**config.mk**
```make
export PLATFORM = sky130hd
export DESIGN_NAME = riscvCore
export DESIGN_NICKNAME = d
export VERILOG_FILES = /design/src/hdl/rvPkg.sv /design/src/hdl/fetchStage.sv /design/src/hdl/decodeStage.sv /design/src/hdl/controlDecoder.sv /design/src/hdl/executeStage.sv /design/src/hdl/memWbStage.sv /design/src/hdl/hazardUnit.sv /design/src/hdl/riscvCore.sv
export SDC_FILE = /design/constraint.sdc
export NUM_CORES = 2
export LEC_CHECK = 0
export BUFFER_PORTS_ARGS = -buffer_cell sky130_fd_sc_hd__buf_2
export CORE_ASPECT_RATIO = 1.25
export CORE_MARGIN = 2
export CORE_UTILIZATION = 57
export DETAILED_ROUTE_END_ITERATION = 16
export PLACE_DENSITY_LB_ADDON = 0.2
export SLEW_MARGIN = 25
export SYNTH_ARGS = -nofsm -noshare
export SYNTH_HDL_FRONTEND = slang
export SYNTH_SLANG_ARGS = --single-unit
export TNS_END_PERCENT = 20
```
**constraint.sdc**
```tcl
create_clock -name clk -period 5.7 [get_ports clk]
set_input_delay 0.285 -clock clk [delete_from_list [all_inputs] [get_ports clk]]
set_output_delay 0.285 -clock clk [all_outputs]
set_load 0.01 [all_outputs]
```
**src/hdl/rvPkg.sv**
```systemverilog
// shared types for the rv32i pipeline core
// word and register index types, alu and forwarding codes, opcodes, stage structs
package rvPkg;

	typedef logic [31:0] wordT; // data or address word
	typedef logic [4:0] regAddrT; // register index
	typedef logic [2:0] aluOpT;
	typedef logic [1:0] fwdSelT; // operand source select

	// alu operations
	localparam aluOpT aluAdd = 3'd0;
	localparam aluOpT aluSub = 3'd1;
	localparam aluOpT aluAnd = 3'd2;
	localparam aluOpT aluOr = 3'd3;
	localparam aluOpT aluSlt = 3'd4;

	// operand sources
	localparam fwdSelT fwdReg = 2'b00; // value read in decode
	localparam fwdSelT fwdWb = 2'b01; // writeback result
	localparam fwdSelT fwdMem = 2'b10; // memory stage alu result

	// major opcodes of the supported subset
	localparam logic [6:0] opRType = 7'b0110011;
	localparam logic [6:0] opIType = 7'b0010011;
	localparam logic [6:0] opLoad = 7'b0000011;
	localparam logic [6:0] opStore = 7'b0100011;
	localparam logic [6:0] opBranch = 7'b1100011;
	localparam logic [6:0] opJal = 7'b1101111;

	typedef struct packed {
		logic regWrite;
		logic memToReg; // result comes from data memory
		logic memWrite;
		logic aluSrc; // operand b is the immediate
		aluOpT aluOp;
		logic jump; // jal, result is the link value
		logic branch; // beq or bne
	} ctrlT;

	typedef struct packed {
		wordT instr;
		wordT pcPlus4;
	} ifIdT;

	typedef struct packed {
		ctrlT ctrl;
		wordT rs1Val;
		wordT rs2Val;
		wordT imm;
		regAddrT rs1;
		regAddrT rs2;
		regAddrT rd;
		wordT pcPlus4;
	} idExT;

	typedef struct packed {
		logic regWrite;
		logic memToReg;
		logic memWrite;
		wordT aluOut; // also the data address
		wordT storeData;
		regAddrT rd;
	} exMemT;

	typedef struct packed {
		logic regWrite;
		logic memToReg;
		wordT aluOut;
		wordT readData;
		regAddrT rd;
	} memWbT;

endpackage

```
**src/hdl/fetchStage.sv**
```systemverilog
// fetch stage
// next pc select, pc register and if/id register
`timescale 1ns/1ps

module fetchStage #(
	parameter rvPkg::wordT resetPc = '0
) (
	input logic clk,
	input logic rstN,
	input logic stall, // hold pc and if/id
	input logic flush, // squash the fetched word
	input logic pcTaken,
	input rvPkg::wordT branchTarget,
	output rvPkg::wordT pcImem,
	input rvPkg::wordT imemInstr,
	output rvPkg::ifIdT ifId
);
	import rvPkg::*;

	wordT pc;
	wordT pcPlus4;
	wordT nextPc;

	assign pcPlus4 = pc + 32'd4;
	assign nextPc = pcTaken ? branchTarget : pcPlus4; // redirect from decode
	assign pcImem = pc;

	always_ff @(posedge clk) begin
		if (!rstN)
			pc <= resetPc;
		else if (!stall) // a stalled branch may not redirect yet
			pc <= nextPc;
	end

	// if/id register
	always_ff @(posedge clk) begin
		if (!rstN || flush) begin
			ifId <= '0; // zero word decodes as a nop
		end else if (!stall) begin
			ifId.instr <= imemInstr;
			ifId.pcPlus4 <= pcPlus4;
		end
	end

endmodule

```
**src/hdl/decodeStage.sv**
```systemverilog
// decode stage
// register file, immediates, branch compare and target, id/ex register
`timescale 1ns/1ps

module decodeStage (
	input logic clk,
	input logic rstN,
	input rvPkg::ifIdT ifId,
	input rvPkg::ctrlT ctrl,
	input logic bubble, // insert a nop into execute
	input logic fwdRs1,
	input logic fwdRs2,
	input rvPkg::wordT memAluOut,
	input logic wbEn,
	input rvPkg::regAddrT wbRd,
	input rvPkg::wordT wbData,
	output logic [6:0] opcode,
	output logic [2:0] funct3,
	output logic [6:0] funct7,
	output rvPkg::regAddrT rs1,
	output rvPkg::regAddrT rs2,
	output logic regsEqual,
	output rvPkg::wordT branchTarget,
	output rvPkg::idExT idEx
);
	import rvPkg::*;

	wordT regFile [32];
	wordT instr;
	regAddrT rd;
	wordT rs1Val, rs2Val; // after writeback bypass
	wordT rs1Cmp, rs2Cmp; // comparator operands
	wordT immI, immS, immB, immJ;
	wordT imm;

	assign instr = ifId.instr;

	// instruction fields
	assign opcode = instr[6:0];
	assign funct3 = instr[14:12];
	assign funct7 = instr[31:25];
	assign rs1 = instr[19:15];
	assign rs2 = instr[24:20];
	assign rd = instr[11:7];

	// writes land on the rising edge, x0 never written
	always_ff @(posedge clk) begin
		if (wbEn && wbRd != '0)
			regFile[wbRd] <= wbData;
	end

	// reads see a same-cycle write
	always_comb begin
		if (rs1 == '0)
			rs1Val = '0;
		else if (wbEn && wbRd == rs1)
			rs1Val = wbData;
		else
			rs1Val = regFile[rs1];
		if (rs2 == '0)
			rs2Val = '0;
		else if (wbEn && wbRd == rs2)
			rs2Val = wbData;
		else
			rs2Val = regFile[rs2];
	end

	// immediate formats
	assign immI = {{20{instr[31]}}, instr[31:20]};
	assign immS = {{20{instr[31]}}, instr[31:25], instr[11:7]};
	assign immB = {{19{instr[31]}}, instr[31], instr[7], instr[30:25], instr[11:8], 1'b0};
	assign immJ = {{11{instr[31]}}, instr[31], instr[19:12], instr[20], instr[30:21], 1'b0};

	always_comb begin
		case (opcode)
			opStore: imm = immS;
			opBranch: imm = immB;
			opJal: imm = immJ;
			default: imm = immI; // op-imm and loads
		endcase
	end

	// branch compare sees the memory stage result early
	assign rs1Cmp = fwdRs1 ? memAluOut : rs1Val;
	assign rs2Cmp = fwdRs2 ? memAluOut : rs2Val;
	assign regsEqual = (rs1Cmp == rs2Cmp);

	// pc of this instruction plus offset
	assign branchTarget = (ifId.pcPlus4 - 32'd4) + imm;

	// id/ex register
	always_ff @(posedge clk) begin
		if (!rstN || bubble) begin
			idEx <= '0;
		end else begin
			idEx.ctrl <= ctrl;
			idEx.rs1Val <= rs1Val;
			idEx.rs2Val <= rs2Val;
			idEx.imm <= imm;
			idEx.rs1 <= rs1;
			idEx.rs2 <= rs2;
			idEx.rd <= rd;
			idEx.pcPlus4 <= ifId.pcPlus4;
		end
	end

endmodule

```
**src/hdl/controlDecoder.sv**
```systemverilog
// main control decoder
// opcode and funct fields to control struct, branch taken decision
`timescale 1ns/1ps

module controlDecoder (
	input logic [6:0] opcode,
	input logic [2:0] funct3,
	input logic [6:0] funct7,
	input logic regsEqual,
	output rvPkg::ctrlT ctrl,
	output logic pcTaken
);
	import rvPkg::*;

	aluOpT fieldOp; // alu op picked by funct3
	logic fieldOk; // funct3 is in the subset

	// shared by r-type and op-imm
	always_comb begin
		fieldOk = 1'b1;
		case (funct3)
			3'b000: fieldOp = (opcode == opRType && funct7[5]) ? aluSub : aluAdd;
			3'b010: fieldOp = aluSlt;
			3'b110: fieldOp = aluOr;
			3'b111: fieldOp = aluAnd;
			default: begin
				fieldOp = aluAdd;
				fieldOk = 1'b0; // unsupported, no write
			end
		endcase
	end

	always_comb begin
		ctrl = '0; // unknown opcodes do nothing
		case (opcode)
			opRType: begin
				ctrl.regWrite = fieldOk;
				ctrl.aluOp = fieldOp;
			end
			opIType: begin
				ctrl.regWrite = fieldOk;
				ctrl.aluSrc = 1'b1;
				ctrl.aluOp = fieldOp;
			end
			opLoad: begin
				ctrl.regWrite = 1'b1;
				ctrl.memToReg = 1'b1;
				ctrl.aluSrc = 1'b1; // base plus offset
			end
			opStore: begin
				ctrl.memWrite = 1'b1;
				ctrl.aluSrc = 1'b1;
			end
			opBranch: ctrl.branch = 1'b1;
			opJal: begin
				ctrl.regWrite = 1'b1; // link register
				ctrl.jump = 1'b1;
			end
			default: ;
		endcase
	end

	// beq on equal, bne on not equal
	assign pcTaken = ctrl.jump ||
		(ctrl.branch && ((funct3 == 3'b000 && regsEqual) || (funct3 == 3'b001 && !regsEqual)));

endmodule

```
**src/hdl/executeStage.sv**
```systemverilog
// execute stage
// operand forwarding muxes, alu, link value and ex/mem register
`timescale 1ns/1ps

module executeStage (
	input logic clk,
	input logic rstN,
	input rvPkg::idExT idEx,
	input rvPkg::fwdSelT fwdA,
	input rvPkg::fwdSelT fwdB,
	input rvPkg::wordT memAluOut,
	input rvPkg::wordT wbData,
	output rvPkg::exMemT exMem
);
	import rvPkg::*;

	wordT srcA, srcBReg, srcB;
	wordT aluRes, result;

	function automatic wordT fwdMux(fwdSelT sel, wordT regVal, wordT memVal, wordT wbVal);
		case (sel)
			fwdMem: return memVal;
			fwdWb: return wbVal;
			default: return regVal;
		endcase
	endfunction

	assign srcA = fwdMux(fwdA, idEx.rs1Val, memAluOut, wbData);
	assign srcBReg = fwdMux(fwdB, idEx.rs2Val, memAluOut, wbData); // also the store data
	assign srcB = idEx.ctrl.aluSrc ? idEx.imm : srcBReg;

	always_comb begin
		case (idEx.ctrl.aluOp)
			aluSub: aluRes = srcA - srcB;
			aluAnd: aluRes = srcA & srcB;
			aluOr: aluRes = srcA | srcB;
			aluSlt: aluRes = {31'b0, $signed(srcA) < $signed(srcB)};
			default: aluRes = srcA + srcB;
		endcase
	end

	// jal writes its return address
	assign result = idEx.ctrl.jump ? idEx.pcPlus4 : aluRes;

	always_ff @(posedge clk) begin
		if (!rstN) begin
			exMem <= '0;
		end else begin
			exMem.regWrite <= idEx.ctrl.regWrite;
			exMem.memToReg <= idEx.ctrl.memToReg;
			exMem.memWrite <= idEx.ctrl.memWrite;
			exMem.aluOut <= result;
			exMem.storeData <= srcBReg;
			exMem.rd <= idEx.rd;
		end
	end

endmodule

```
**src/hdl/memWbStage.sv**
```systemverilog
// memory and writeback stages
// data memory drive, mem/wb register, result select
`timescale 1ns/1ps

module memWbStage (
	input logic clk,
	input logic rstN,
	input rvPkg::exMemT exMem,
	output logic dmemWe,
	output rvPkg::wordT dmemAddr,
	output rvPkg::wordT dmemWd,
	input rvPkg::wordT dmemRd,
	output logic wbEn,
	output rvPkg::regAddrT wbRd,
	output rvPkg::wordT wbData
);
	import rvPkg::*;

	memWbT memWb;

	assign dmemWe = exMem.memWrite; // written at the next edge
	assign dmemAddr = exMem.aluOut;
	assign dmemWd = exMem.storeData;

	always_ff @(posedge clk) begin
		if (!rstN) begin
			memWb <= '0;
		end else begin
			memWb.regWrite <= exMem.regWrite;
			memWb.memToReg <= exMem.memToReg;
			memWb.aluOut <= exMem.aluOut;
			memWb.readData <= dmemRd; // combinational read
			memWb.rd <= exMem.rd;
		end
	end

	assign wbEn = memWb.regWrite;
	assign wbRd = memWb.rd;
	assign wbData = memWb.memToReg ? memWb.readData : memWb.aluOut;

endmodule

```
**src/hdl/hazardUnit.sv**
```systemverilog
// hazard unit
// forwarding selects, load-use and branch stalls, taken-branch flush
`timescale 1ns/1ps

module hazardUnit (
	input rvPkg::regAddrT rs1,
	input rvPkg::regAddrT rs2,
	input logic branchOp, // branch sitting in decode
	input logic pcTaken,
	input rvPkg::idExT idEx,
	input rvPkg::exMemT exMem,
	input logic wbEn,
	input rvPkg::regAddrT wbRd,
	output rvPkg::fwdSelT fwdA,
	output rvPkg::fwdSelT fwdB,
	output logic fwdRs1,
	output logic fwdRs2,
	output logic stall,
	output logic bubble,
	output logic flush
);
	import rvPkg::*;

	logic memHit1, memHit2, wbHit1, wbHit2;
	logic loadUse, exDep, memLoadDep;

	// execute forwarding, memory stage wins over writeback
	assign memHit1 = exMem.regWrite && exMem.rd != '0 && exMem.rd == idEx.rs1;
	assign memHit2 = exMem.regWrite && exMem.rd != '0 && exMem.rd == idEx.rs2;
	assign wbHit1 = wbEn && wbRd != '0 && wbRd == idEx.rs1;
	assign wbHit2 = wbEn && wbRd != '0 && wbRd == idEx.rs2;
	assign fwdA = memHit1 ? fwdMem : (wbHit1 ? fwdWb : fwdReg);
	assign fwdB = memHit2 ? fwdMem : (wbHit2 ? fwdWb : fwdReg);

	// decode comparator takes the memory stage alu result
	assign fwdRs1 = exMem.regWrite && exMem.rd != '0 && exMem.rd == rs1;
	assign fwdRs2 = exMem.regWrite && exMem.rd != '0 && exMem.rd == rs2;

	// load in execute feeding decode
	assign loadUse = idEx.ctrl.memToReg && idEx.rd != '0 && (idEx.rd == rs1 || idEx.rd == rs2);
	// producer directly ahead of a branch
	assign exDep = idEx.ctrl.regWrite && idEx.rd != '0 && (idEx.rd == rs1 || idEx.rd == rs2);
	// load result not ready until writeback
	assign memLoadDep = exMem.memToReg && exMem.rd != '0 && (exMem.rd == rs1 || exMem.rd == rs2);

	assign stall = loadUse || (branchOp && (exDep || memLoadDep));
	assign bubble = stall;
	assign flush = pcTaken && !stall; // drop the wrong-path fetch

endmodule

```
**src/hdl/riscvCore.sv**
```systemverilog
// top level of the five stage rv32i core
// stage, controller and hazard unit instances
`timescale 1ns/1ps

module riscvCore #(
	parameter rvPkg::wordT resetPc = '0 // first fetch address
) (
	input logic clk,
	input logic rstN,
	output rvPkg::wordT pcImem,
	input rvPkg::wordT imemInstr,
	output logic dmemWe,
	output rvPkg::wordT dmemAddr,
	output rvPkg::wordT dmemWd,
	input rvPkg::wordT dmemRd
);
	import rvPkg::*;

	// pipeline registers
	ifIdT ifId;
	idExT idEx;
	exMemT exMem;

	// decode to controller
	logic [6:0] opcode;
	logic [2:0] funct3;
	logic [6:0] funct7;
	logic regsEqual;
	ctrlT ctrl;
	logic pcTaken;
	wordT branchTarget;

	// hazard nets
	regAddrT rs1, rs2; // source indices in decode
	logic stall, bubble, flush;
	fwdSelT fwdA, fwdB;
	logic fwdRs1, fwdRs2;

	// writeback port back into decode and execute
	logic wbEn;
	regAddrT wbRd;
	wordT wbData;

	fetchStage #(.resetPc(resetPc)) u_fetch (
		.clk(clk), .rstN(rstN),
		.stall(stall), .flush(flush),
		.pcTaken(pcTaken), .branchTarget(branchTarget),
		.pcImem(pcImem), .imemInstr(imemInstr),
		.ifId(ifId)
	);

	decodeStage u_decode (
		.clk(clk), .rstN(rstN),
		.ifId(ifId), .ctrl(ctrl), .bubble(bubble),
		.fwdRs1(fwdRs1), .fwdRs2(fwdRs2), .memAluOut(exMem.aluOut),
		.wbEn(wbEn), .wbRd(wbRd), .wbData(wbData),
		.opcode(opcode), .funct3(funct3), .funct7(funct7),
		.rs1(rs1), .rs2(rs2), .regsEqual(regsEqual),
		.branchTarget(branchTarget), .idEx(idEx)
	);

	controlDecoder u_ctrl (
		.opcode(opcode), .funct3(funct3), .funct7(funct7),
		.regsEqual(regsEqual),
		.ctrl(ctrl), .pcTaken(pcTaken)
	);

	executeStage u_execute (
		.clk(clk), .rstN(rstN),
		.idEx(idEx), .fwdA(fwdA), .fwdB(fwdB),
		.memAluOut(exMem.aluOut), .wbData(wbData),
		.exMem(exMem)
	);

	memWbStage u_memWb (
		.clk(clk), .rstN(rstN),
		.exMem(exMem),
		.dmemWe(dmemWe), .dmemAddr(dmemAddr), .dmemWd(dmemWd), .dmemRd(dmemRd),
		.wbEn(wbEn), .wbRd(wbRd), .wbData(wbData)
	);

	hazardUnit u_hazard (
		.rs1(rs1), .rs2(rs2),
		.branchOp(ctrl.branch), .pcTaken(pcTaken),
		.idEx(idEx), .exMem(exMem),
		.wbEn(wbEn), .wbRd(wbRd),
		.fwdA(fwdA), .fwdB(fwdB),
		.fwdRs1(fwdRs1), .fwdRs2(fwdRs2),
		.stall(stall), .bubble(bubble), .flush(flush)
	);

endmodule

```
==> impl_metrics.tcl <==
set metrics [dict create \
    drt_pass1_iterations 6 \
    root_buffer "clkbuf_16" \
    core_region_area_mm2 0.126 \
    dr_total_vias 53200 \
    design_area_mm2 0.0825 \
    max-slew-margin-rel 0.172 \
    cts_tree "built" \
    grt_first_pass_wirelength_um 364000 \
    globalRouteTotalUtil 0.396 \
    instance_count_of_the_mapped_netlist 5538 \
    fp.dieH_um 402 \
    data_required_time_at_the_worst_endpoint_ns 6.37 \
    drive_above_1_share 0.233 \
    critical_path.endpoint_type "flip-flop" \
    synth-simple-area-share 0.0873 \
    fmax_ghz 0.183 \
    detail_route.iter0.violations 7503 \
    clock-skew-final_ns 0.0363 \
    timing.critical_path.arrival_ns 6.12 \
    synth_area_mm2 0.0723 \
    postSynthAreaPerCell_um2 13.1 \
    antenna_found_initial 11 \
    path_type_of_the_worst_min_delay_path "in -> reg" \
    instances_no_fill 7729 \
    synth_top_cell_area_share 0.425 \
    synth_xor_xnor_area_share 0.0160 \
    synth-warning-count 0 \
    postSynth.topFlopCell "edfxtp_1" \
    final_common_cell "edfxtp_1" \
    unique_masters_post_synth 107 \
    timing.setup.critical_path_class "reg -> reg" \
    placement.io_buffers 162 \
    io-pin-count 163 \
    report.power.total_w 0.0245 \
    floorplan.initialDensity 0.573 \
    first_global_vias 51700 \
    cts-root-to-sink-buffers 3 \
    final-hold-violation-count 0 \
    die_w_um 322 \
    ctsHtreeMaxLevel 4 \
    netlist_top_cells_area "edfxtp_1 43%, mux4_2 14%, dfxtp_1 11%, mux2i_1 3.6%, ha_1 2.7%" \
    globalRouteOverflowTotal 0 \
    numClockSinks 1413 \
    place_area_mm2 0.0768 \
    powerDensity_mw_per_mm2 298 \
    maxCapViolCount 0 \
    setup-violations-final 0 \
    worst-slew-pin-transition_ns 1.23 \
    final_min_period_over_clock_period 0.956 \
    drt_wl_total_um 259000 \
    synth_compound_area_frac 0.0995 \
    detailed_place_hpwl_um 174000 \
    clk_transition_reported_paths_ns 0.06 \
    dpl.cell_count 7384 \
    result_of_the_run "completed" \
    ys_async_sr_fraction 0 \
    synthAdderAreaFrac 0.0282 \
    nets 6120 \
    layout_min_cycle_time_ns 5.45 \
    power.leakage_nw 29.7 \
    viasPerCell 6.88 \
    synth_seq_area_share 0.533 \
    wl_per_cell_um 33.5 \
    synth_top_family_by_area "multiplexers" \
    clock_network_latency_to_the_later_pin_of_the_worst_skew_pair_ns 0.82 \
    yosys_register_bits 1413 \
    dpl_worst_slack_ns 0.0300 \
    fin_tns_setup_ns 0 \
    timing.final.max_slew_violations 0 \
    biggest_area_consumer_among_synthesized_cells "edfxtp_1" \
    final_cell_mix "1,024 x edfxtp_1, 453 x mux4_2, 376 x dfxtp_1" \
    maximum_number_of_pins_on_one_net_before_global_route_repair 112 \
    synth-edff-count 1024 \
    finalWeightedCongestion 0.979 \
    start_kind "flip-flop" \
    cp_max_fo 15 \
    cts_inserted_buffers 141 \
    peakVddDrop_uv 283 \
    area_growth_syn_to_layout_pct 14.1 \
    post-route-drc-count 0 \
    postLayoutSetupSlackWorst_ns 0.249 \
    die_area_mm2 0.130 \
    route.antenna.remaining_nets 0 \
    post_synth_mux_area_share 0.189 \
    std_cell_rows 146 \
]
==> per-stage QoR <==
step | utilization | hold slack, ns
2_1_floorplan | - | 0.412
3_3_place_gp | 0.608 | 0.440
3_5_place_dp | 0.608 | 0.446
4_1_cts | 0.651 | 0.0687
5_1_grt | 0.653 | 0.106
6_report | 0.653 | 0.0765
==> cell usage after synthesis, types with 28 or more instances <==
cell type	n
mux2i_1	260
nand2_1	361
mux4_2	453
nor2_1	354
nand4_1	39
a21oi_1	227
nor2b_1	31
ha_1	158
nor3_1	91
nand3_1	71
a21o_1	28
o22ai_1	36
xor2_1	61
o211ai_1	31
a221oi_1	43
and2_1	131
buf_6	33
and3_1	60
o31ai_1	30
clkbuf_1	202
o21ai_0	261
buf_1	34
a211oi_1	65
inv_1	229
dfxtp_1	389
xnor2_1	71
a31oi_1	56
buf_4	106
buf_2	72
edfxtp_1	1024
a22oi_1	91
==> routing by layer <==
metal	track usage	wire length, um	vias to the layer above
li1	-	-	22000
met1	0.462	84000	26300
met2	0.631	122000	3874
met3	0.0919	28900	1020
met4	0.312	24200	0
met5	0	0	-
==> flip-flops by register name, indices dropped and copies added (netlist names), named ones only <==
| register | cells |
|---|---|
| u_decode.idEx | 140 |
| u_decode.regFile | 1024 |
| u_execute.exMem | 72 |
| u_fetch.ifId | 64 |
| u_fetch.pcImem | 32 |
| u_memWb.memWb | 65 |
| u_memWb.wbEn | 1 |
| u_memWb.wbRd | 5 |
==> kinds of logic (layout without fill, tap and decap cells) <==
family,count (synthesis),after routing
AOI/OAI and AO/OA,1088,1088
and+or+nand+nor,1295,1295
muxes,760,760
adders and majority gates,161,161
DFF,1413,1413
other,1,47
buffers and inverters,688,1131
xor gates and xnor gates,132,132
==> worst paths after layout <==
check	startpoint	end	slack, ns	cells past startpoint
worst max-delay path	flip-flop	u_fetch.ifId[56]$_SDFFE_PP0N_	0.25	17
worst min-delay path	rstN	u_execute.exMem[41]$_SDFF_PN0_	0.08	3
worst max register to register	flip-flop	u_fetch.ifId[56]$_SDFFE_PP0N_	0.25	17
worst min register to register	u_fetch.ifId[59]$_SDFFE_PP0N_	u_fetch.ifId[59]$_SDFFE_PP0N_	0.46	2
==> area by class of cell <==
type / count / area (um2)
Antenna cell: 15 / 37.5
Clock buffer: 174 / 3800
Clock inverter: 88 / 985
Fill cell: 9028 / 43800
Inverter: 236 / 887
Multi-Input combinational cell: 3468 / 30900
Sequential cell: 1413 / 38600
Tap cell: 1702 / 2130
Timing Repair Buffer: 633 / 5120
==> power breakdown <==
group          switching [W]  internal [W]  leakage, nW
Sequential          0.000202        0.0112         12.7
Combinational        0.00207       0.00135         14.6
Clock                0.00418       0.00552         2.32
==> timing repair <==
item,4_1_cts,5_1_grt
setup buffers,0,1
hold buffers,64,0
gates cloned,0,2
resized for setup,1,35
pin swaps,0,2
setup endpoints to repair,2,116
hold endpoints to repair,74,0
==> worst max-delay path, stage by stage (launching register included) <==
cell and delay [ns]:
dfxtp_4 0.51, buf_12 0.26, buf_4 0.24, mux4_2 0.54
mux4_2 0.56, a211o_1 0.54, a32oi_1 0.32, xnor2_1 0.29
nand2_1 0.12, nor4_1 0.30, and4_1 0.23, buf_4 0.13
a21oi_1 0.06, and4bb_2 0.42, buf_12 0.14, o21ai_4 0.08
buf_12 0.21, a21oi_1 0.32
(Power assumes the default switching activity.)
